## src/logic/eeprom_pkg.sv

```systemverilog
package eeprom_pkg;

    localparam int         ADDR_W   = 11;
    localparam int         BLOCK_W  = 3;
    localparam int         WORD_W   = ADDR_W - BLOCK_W; // word address byte
    localparam logic [3:0] DEV_CODE = 4'b1010;

    // control byte as the memory sees it, msb first on the wire
    typedef struct packed {
        logic [3:0]         dev;
        logic [BLOCK_W-1:0] block;
        logic               rnw;
    } ctrl_fields_t;

    typedef union packed {
        logic [7:0]   raw;   // shifted out as-is
        ctrl_fields_t f;
    } ctrl_byte_u;

    // one host request, latched on the strobe
    typedef struct packed {
        logic [ADDR_W-1:0] addr;
        logic [7:0]        wdata;
        logic              is_read;
    } eeprom_req_t;

endpackage

```

## src/logic/i2c_pkg.sv

```systemverilog
package i2c_pkg;

    localparam int QUARTERS  = 4; // CLK cycles per SCL period
    localparam int Q_W       = $clog2(QUARTERS);
    localparam int BYTE_BITS = 8;
    localparam int BIT_W     = $clog2(BYTE_BITS + 1); // counts data bits plus ack

    // scl is high in the two middle quarters of a bit
    localparam logic [Q_W-1:0] Q_RISE   = Q_W'(1);
    localparam logic [Q_W-1:0] Q_SAMPLE = Q_W'(2);
    localparam logic [Q_W-1:0] Q_LAST   = Q_W'(QUARTERS - 1);

    typedef enum logic [1:0] {
        op_start,
        op_stop,
        op_write,
        op_read
    } bit_op_e;

    typedef struct packed {
        bit_op_e    op;
        logic [7:0] tx_byte;
        logic       mack;    // 1 pulls SDA low after a read
    } bit_cmd_t;

    typedef struct packed {
        logic [7:0] rx_byte;
        logic       slave_ack;
    } bit_res_t;

endpackage

```

## src/logic/i2c_bit_engine.sv

```systemverilog
module i2c_bit_engine
    import i2c_pkg::*;
(
    input  logic     CLK,
    input  logic     RESET,
    input  logic     cmd_go,
    input  bit_cmd_t cmd,
    output logic     done,
    output bit_res_t res,
    output logic     engine_busy,
    output logic     scl,
    output logic     sda_pull,
    input  logic     sda_in
);

    logic             active;
    logic [Q_W-1:0]   quarter;
    logic [BIT_W-1:0] bit_cnt;
    logic             scl_idle;   // level held between commands
    bit_op_e          op;
    logic             mack;
    logic [7:0]       shreg;
    logic             sda_smp;
    logic             last_q;
    logic             ack_bit;
    logic             in_cond;

    assign last_q  = (quarter == Q_LAST);
    assign ack_bit = (bit_cnt == BIT_W'(BYTE_BITS)); // ninth bit time
    assign in_cond = active && (op == op_start || op == op_stop);

    // start and stop take one SCL period, bytes take nine
    assign done        = active && last_q && (in_cond || ack_bit);
    assign engine_busy = active;

    assign res.rx_byte   = shreg;
    assign res.slave_ack = ~sda_smp; // slave holds SDA low to acknowledge

    always_ff @(posedge CLK) begin
        if (RESET) begin
            active   <= 1'b0;
            quarter  <= '0;
            bit_cnt  <= '0;
            scl_idle <= 1'b1;
        end else if (cmd_go) begin
            active  <= 1'b1;
            quarter <= '0;
            bit_cnt <= '0;
        end else if (active) begin
            quarter <= quarter + 1'b1; // wraps each bit
            if (last_q) begin
                bit_cnt <= bit_cnt + 1'b1;
            end
            if (done) begin
                active   <= 1'b0;
                scl_idle <= (op == op_stop); // only a stop leaves SCL high
            end
        end
    end

    // command fields and shift path
    always_ff @(posedge CLK) begin
        if (cmd_go) begin
            op    <= cmd.op;
            mack  <= cmd.mack;
            shreg <= cmd.tx_byte;
        end else if (active) begin
            if (quarter == Q_SAMPLE) begin
                sda_smp <= sda_in;
            end
            // the line is shifted back in, so a write echoes its own byte
            if (last_q && !ack_bit && !in_cond) begin
                shreg <= {shreg[6:0], sda_smp};
            end
        end
    end

    always_comb begin
        scl      = scl_idle;
        sda_pull = 1'b0;
        if (active) begin
            scl = (quarter == Q_RISE) || (quarter == Q_SAMPLE) ||
                  (op == op_stop && last_q);
            case (op)
                op_start: sda_pull = (quarter >= Q_SAMPLE);  // falls while SCL high
                op_stop:  sda_pull = (quarter < Q_SAMPLE);   // rises while SCL high
                op_write: sda_pull = !ack_bit && !shreg[7];  // released for slave ack
                default:  sda_pull = ack_bit && mack;        // read
            endcase
        end
    end

    // data bits must stay put while the clock is high
    a_sda_stable: assert property (
        @(posedge CLK) disable iff (RESET)
        $changed(sda_pull) && !in_cond |-> !scl
    ) else $error("sda_pull changed with scl high outside start/stop");

endmodule

```

## src/logic/eeprom_sequencer.sv

```systemverilog
module eeprom_sequencer
    import eeprom_pkg::*, i2c_pkg::*;
(
    input  logic              CLK,
    input  logic              RESET,
    input  logic              WR,
    input  logic              RD,
    input  logic [ADDR_W-1:0] addr,
    input  logic [7:0]        data_in,
    output logic [7:0]        data_out,
    output logic              ACK,
    output logic              nack_err,
    output logic              busy,
    output logic              cmd_go,
    output bit_cmd_t          cmd,
    input  logic              done,
    input  bit_res_t          res,
    input  logic              engine_busy
);

    typedef enum logic [9:0] {
        idle        = 10'b00_0000_0001,
        write_start = 10'b00_0000_0010,
        ctrl_write  = 10'b00_0000_0100,
        addr_write  = 10'b00_0000_1000,
        data_write  = 10'b00_0001_0000,
        read_start  = 10'b00_0010_0000,
        ctrl_read   = 10'b00_0100_0000,
        data_read   = 10'b00_1000_0000,
        stop        = 10'b01_0000_0000,
        ackn        = 10'b10_0000_0000
    } state_e;

    state_e      state;
    state_e      next_state;
    eeprom_req_t req;
    ctrl_byte_u  ctrl;
    logic        strobe;
    logic        nack;

    assign strobe = WR || RD;

    // slave must acknowledge every byte the master sends
    assign nack = done && !res.slave_ack &&
                  (state inside {ctrl_write, addr_write, data_write, ctrl_read});

    assign ACK  = (state == ackn);
    assign busy = (state != idle);

    assign ctrl.f = '{dev: DEV_CODE, block: req.addr[ADDR_W-1:WORD_W], rnw: state == ctrl_read};

    // step order once the current command is done
    always_comb begin
        case (state)
            write_start: next_state = ctrl_write;
            ctrl_write:  next_state = addr_write;
            addr_write:  next_state = req.is_read ? read_start : data_write;
            read_start:  next_state = ctrl_read;
            ctrl_read:   next_state = data_read;
            stop:        next_state = ackn;
            default:     next_state = stop; // data_write, data_read
        endcase
    end

    // command for the step just entered, sampled by the engine on cmd_go
    always_comb begin
        cmd.op      = op_write;
        cmd.tx_byte = ctrl.raw;
        cmd.mack    = 1'b0; // single byte read ends with a nack
        case (state)
            write_start, read_start: cmd.op = op_start;
            addr_write: cmd.tx_byte = req.addr[WORD_W-1:0];
            data_write: cmd.tx_byte = req.wdata;
            data_read:  cmd.op = op_read;
            stop:       cmd.op = op_stop;
            default:    cmd.tx_byte = ctrl.raw;
        endcase
    end

    always_ff @(posedge CLK) begin
        if (RESET) begin
            state    <= idle;
            cmd_go   <= 1'b0;
            nack_err <= 1'b0;
        end else begin
            cmd_go <= 1'b0;
            case (state)
                idle: begin
                    if (strobe) begin
                        state    <= write_start;
                        cmd_go   <= 1'b1;
                        nack_err <= 1'b0;
                    end
                end
                ackn: state <= idle;
                default: begin
                    if (done) begin
                        state  <= nack ? stop : next_state; // abort straight to stop
                        cmd_go <= (state != stop);
                        if (nack) begin
                            nack_err <= 1'b1;
                        end
                    end
                end
            endcase
        end
    end

    always_ff @(posedge CLK) begin
        if (state == idle && strobe) begin
            req <= '{addr: addr, wdata: data_in, is_read: RD};
        end
        if (state == data_read && done) begin
            data_out <= res.rx_byte;
        end
    end

    a_one_strobe: assert property (
        @(posedge CLK) disable iff (RESET) !(WR && RD)
    ) else $error("WR and RD high in the same cycle");

    a_ack_pulse: assert property (
        @(posedge CLK) disable iff (RESET) ACK |=> !ACK
    ) else $error("ACK longer than one cycle");

    // engine takes one command at a time
    a_go_idle: assert property (
        @(posedge CLK) disable iff (RESET) cmd_go |-> !engine_busy
    ) else $error("cmd_go while engine busy");

endmodule

```

## src/logic/eeprom_ctrl_top.sv

```systemverilog
module eeprom_ctrl_top
    import eeprom_pkg::*, i2c_pkg::*;
(
    input  logic              CLK,
    input  logic              RESET,
    input  logic              WR,
    input  logic              RD,
    input  logic [ADDR_W-1:0] addr,
    input  logic [7:0]        data_in,
    output logic [7:0]        data_out,
    output logic              ACK,
    output logic              nack_err,
    output logic              busy,
    output logic              scl,
    output logic              sda_pull, // open drain, high pulls SDA low
    input  logic              sda_in
);

    logic     cmd_go;
    logic     done;
    logic     engine_busy;
    bit_cmd_t cmd;
    bit_res_t res;

    eeprom_sequencer eeprom_sequencer_inst (
        .CLK         (CLK),
        .RESET       (RESET),
        .WR          (WR),
        .RD          (RD),
        .addr        (addr),
        .data_in     (data_in),
        .data_out    (data_out),
        .ACK         (ACK),
        .nack_err    (nack_err),
        .busy        (busy),
        .cmd_go      (cmd_go),
        .cmd         (cmd),
        .done        (done),
        .res         (res),
        .engine_busy (engine_busy)
    );

    i2c_bit_engine i2c_bit_engine_inst (
        .CLK         (CLK),
        .RESET       (RESET),
        .cmd_go      (cmd_go),
        .cmd         (cmd),
        .done        (done),
        .res         (res),
        .engine_busy (engine_busy),
        .scl         (scl),
        .sda_pull    (sda_pull),
        .sda_in      (sda_in)
    );

endmodule

```

## config.mk

```make
export PLATFORM = sky130hd
export DESIGN_NAME = eeprom_ctrl_top
export DESIGN_NICKNAME = d
export VERILOG_FILES = /design/src/logic/eeprom_pkg.sv /design/src/logic/i2c_pkg.sv /design/src/logic/i2c_bit_engine.sv /design/src/logic/eeprom_sequencer.sv /design/src/logic/eeprom_ctrl_top.sv
export SDC_FILE = /design/constraint.sdc
export NUM_CORES = 1
export LEC_CHECK = 0
export ABC_CLOCK_PERIOD_IN_PS = 2500
export BUFFER_PORTS_ARGS = -buffer_cell sky130_fd_sc_hd__buf_2
export CORE_MARGIN = 1.5
export CORE_UTILIZATION = 32
export DETAILED_ROUTE_END_ITERATION = 8
export GPL_TIMING_DRIVEN = 0
export PLACE_DENSITY_LB_ADDON = 0.1
export SETUP_SLACK_MARGIN = 0.3
export SYNTH_ARGS = -nofsm -noshare
export SYNTH_HDL_FRONTEND = slang
export SYNTH_SLANG_ARGS = --single-unit
```

## constraint.sdc

```tcl
create_clock -name CLK -period 2.5 [get_ports CLK]
set_clock_uncertainty 0.15 [all_clocks]
set_input_delay 0.375 -clock CLK [delete_from_list [all_inputs] [get_ports CLK]]
set_output_delay 0.375 -clock CLK [all_outputs]
set_load 0.05 [all_outputs]
```

==> impl_metrics.csv <==
group,metric,value,unit
clocking,h-tree-depth,3,
die,fp.dieH,92.57,um
layout,multi_input_area,0.001020,mm2
synth,synth_area_leader_cell,"edfxtp_1",
critical_path,slowest_stage,"or4_4",
timing,tightest_slew,544.0,ps
critical_path,required,2570,ps
critical_path,reg2reg_from,"eeprom_sequencer_inst.state[4]$_SDFFE_PP0P_",
timing,finalSetupTns,0,ps
timing,min_period_over_period,91.35,%
layout,synthToLayoutAreaGrowth,28.95,%
clocking,cts_tree,"yes",
drt,wl_per_cell,13.84,um
drt,drt_pass1_iterations,4,
critical_path,cp-end-kind,"register",
grt,grt_pass1_wl,8.528,mm
timing,report.final.slew_viol_count,0,
die,initial_utilization,33.23,%
placement,placed_area,0.002902,mm2
pwr,p_per_area,643.7,mW/mm2
timing,fmax,437.9,MHz
worst_hold_path,hold_path.class,"in2reg",
drt,drt_first_iter_violations,92,
clocking,clkTransAtPathRegs,70,ps
critical_path,crit_chain,"or4_4, nor3_4, nand3_4, buf_4, or2_4, a311o_1",
grt,top_usage_layer,"met2",
clocking,clk_latency,330,ps
grt,met1_usage,17.60,%
die,dieArea,0.008569,mm2
pwr,irDropWorstVdd,0.3308,mV
synth,synthArstFlopShare,0,%
clocking,ctsHoldBuffers,0,
critical_path,r2r_cells,6,
clocking,cts_buffer_depth,2,
synth,synthCells,225,
drt,drt_wl_total,5.426,mm
worst_hold_path,hold_depth,1,
critical_path,cp.arrival,2350,ps
critical_path,crit_start,"eeprom_sequencer_inst.state[4]$_SDFFE_PP0P_",
synth,ys_warn_count,0,
critical_path,critPathLaunchType,"register",
synth,synth-seq-cells,59,
placement,dp_hpwl,3.771,mm
grt,grt_pass1_vias,1708,
synth,synth_area_leaders,"edfxtp_1, dfxtp_1, nor2_1",
die,io_pins,37,
drt,ant_nets,0,
critical_path,path_buf_inv,1,
synth,syn_area,0.002567,mm2
die,num_rows,32,
drt,num_vias,1879,
timing,slew_headroom,63.73,%
grt,grt_max_degree,22,
timing,hold_violations,0,
layout,layout.nets,313,
synth,syn_nets,253,
outcome,status,"complete, no violations",
synth,synthDistinctLibCells,56,
critical_path,cp.depth,6,
placement,numPortBuffers,36,
drt,viasPerCell,4.793,
synth,seq_area_frac_synth,61.21,%
timing,rsz0062_at_grt,"true",
critical_path,worst-path-max-fanout,5,
layout,final_area,0.003311,mm2
clocking,cts.sinks,59,
synth,synth_common_cells,"edfxtp_1, nor2_1, dfxtp_1",
pwr,power_leakage,1.195,nW
grt,track_usage,13.24,%
die,die_w,92.57,um
critical_path,cp_top_family,"simple AND/OR/NAND/NOR gates",
worst_hold_path,worstHoldStart,"addr[8]",
timing,min_period,2284,ps
job,drv_cap,0,
placement,gp_congestion,0.7523,
layout,n_fill_cell,737,
clocking,cts-root-buf,"clkbuf_8",
die,coreArea,0.007727,mm2
drt,drc,0,
layout,antenna_cells,0,
layout,ff_latch_area,0.001579,mm2
critical_path,path_class,"reg2reg",
grt,antenna_found_initial,0,
grt,met3_usage,4.269,%
timing,setup_viol,0,
grt,grt-ovfl-total,0,
grt,met2_usage,19.49,%
synth,postSynthAreaPerCell,11.41,um2
synth,synth_flop_cell,"edfxtp_1",
clocking,cts-buffers-inserted,9,
synth,synth_edf_count,39,
synth,synth_top_area_share,45.61,%
critical_path,max_stage_delay,590,ps
synth,synth_most_common_cell,"edfxtp_1",
layout,drive_gt1_share,36.21,%
-- cells by family (layout without fill, tap and decap cells) --
family          after synthesis  after routing  synth area share [%]
compound gates               54             54                 14.38
xor+xnor                      6              6                 2.047
fa+ha+maj                     4              4                 1.949
flops                        59             59                 61.21
buf+inv                      25             90                 3.947
simple gates                 77             77                 16.47
-- metrics by stage --
stage	util [%]	hold WS (ps)	cells	setup slack (ps)	total power [mW]
final	42.84	67.59	392	216.2	2.131
after global routing	42.84	41.81	392	160.8	2.236
after CTS	41.16	42.93	384	171.2	2.139
after detailed placement	37.55	296.1	363	80.66	1.387
after global placement	37.55	285.9	363	29.91	1.386
after floorplan	-	277.2	225	308.5	1.318
-- worst paths after layout --
path	end	slack, ps
max reg2reg	eeprom_sequencer_inst.state[0]$_SDFFE_PP1P_	220
min	eeprom_sequencer_inst.ctrl[1]$_DFFE_PP_	70
max	eeprom_sequencer_inst.state[0]$_SDFFE_PP1P_	220
min reg2reg	eeprom_sequencer_inst.nack_err$_SDFFE_PP0P_	310
-- metal layers --
metal,wire (um),up-vias
li1,-,957
met5,0,-
met3,267,2
met1,2648,865
met4,30,0
met2,2479,55
-- power by group --
part / total [mW] / switching [mW] / leakage (nW) / internal, mW
clock network: 0.713 / 0.363 / 0.0795 / 0.350
logic: 0.271 / 0.161 / 0.586 / 0.110
registers: 1.15 / 0.0275 / 0.530 / 1.12
total: 2.13 / 0.551 / 1.19 / 1.58
-- cell usage in the layout (no fill, tap or decap), types with 2 or more instances in the layout --
master      synthesis  layout
buf_2               3      35
a211oi_1            2       2
edfxtp_1           39      39
clkbuf_8            0       9
or2_4               1       2
a22o_1              6       6
dfxtp_2             0       6
and2_1              2       2
nor4_4              0       2
inv_1              11       9
o22ai_1             4       4
a21oi_1            15      14
nor3_4              1       2
clkinvlp_4          0       2
a31oi_1             3       3
dfxtp_1            20      14
or4_4               1       2
o21ai_1             3       3
clkinv_2            0       3
clkbuf_2            0       2
or2_2               2       2
nand3b_1            2       2
nor2b_1             2       2
nand4_1             6       6
xor2_1              3       3
inv_2               1       2
nor2_1             23      21
clkbuf_1            8       6
buf_4               1      16
nand3_1             5       3
xnor2_1             3       3
o21ai_0             3       3
a22oi_1             4       3
o211ai_1            2       2
ha_1                4       2
nand2_1            14      13
o22a_1              2       2
nor3_1              4       3
nand3_2             1       2
-- worst register-to-register path: stages (launching register included) --
cell and delay [ps]:
dfxtp_2 350, or4_4 590, nor3_4 200, nand3_4 110
buf_4 150, or2_4 300, a311o_1 330
-- layout make-up --
type                            count  area share (%)
Timing Repair Buffer               48           8.730
Inverter                           12           1.738
Multi-Input combinational cell    141           30.80
Clock buffer                       10           3.855
Clock inverter                      6           1.020
Timing Repair inverter              1          0.3401
Buffer                             13           1.965
Tap cell                          102           3.855
Sequential cell                    59           47.69
-- sequential cells by signal, indices dropped and copies added (netlist names) --
register / flops
eeprom_sequencer_inst.data_out: 8
i2c_bit_engine_inst.sda_smp: 1
i2c_bit_engine_inst.quarter: 2
i2c_bit_engine_inst.engine_busy: 1
eeprom_sequencer_inst.cmd_go: 1
eeprom_sequencer_inst.req: 17
eeprom_sequencer_inst.nack_err: 1
eeprom_sequencer_inst.state: 10
i2c_bit_engine_inst.shreg: 8
i2c_bit_engine_inst.scl_idle: 1
i2c_bit_engine_inst.bit_cnt: 4
i2c_bit_engine_inst.op: 2
eeprom_sequencer_inst.ctrl: 3
-- timing repair --
| action | CTS | global route |
|---|---|---|
| buffers inserted | 5 | 7 |
| gates cloned | 0 | 1 |
| endpoints found under the setup margin | 22 | 40 |
| pin swaps | 2 | 8 |
| gates resized for setup | 22 | 24 |
(Power assumes the default switching activity.)
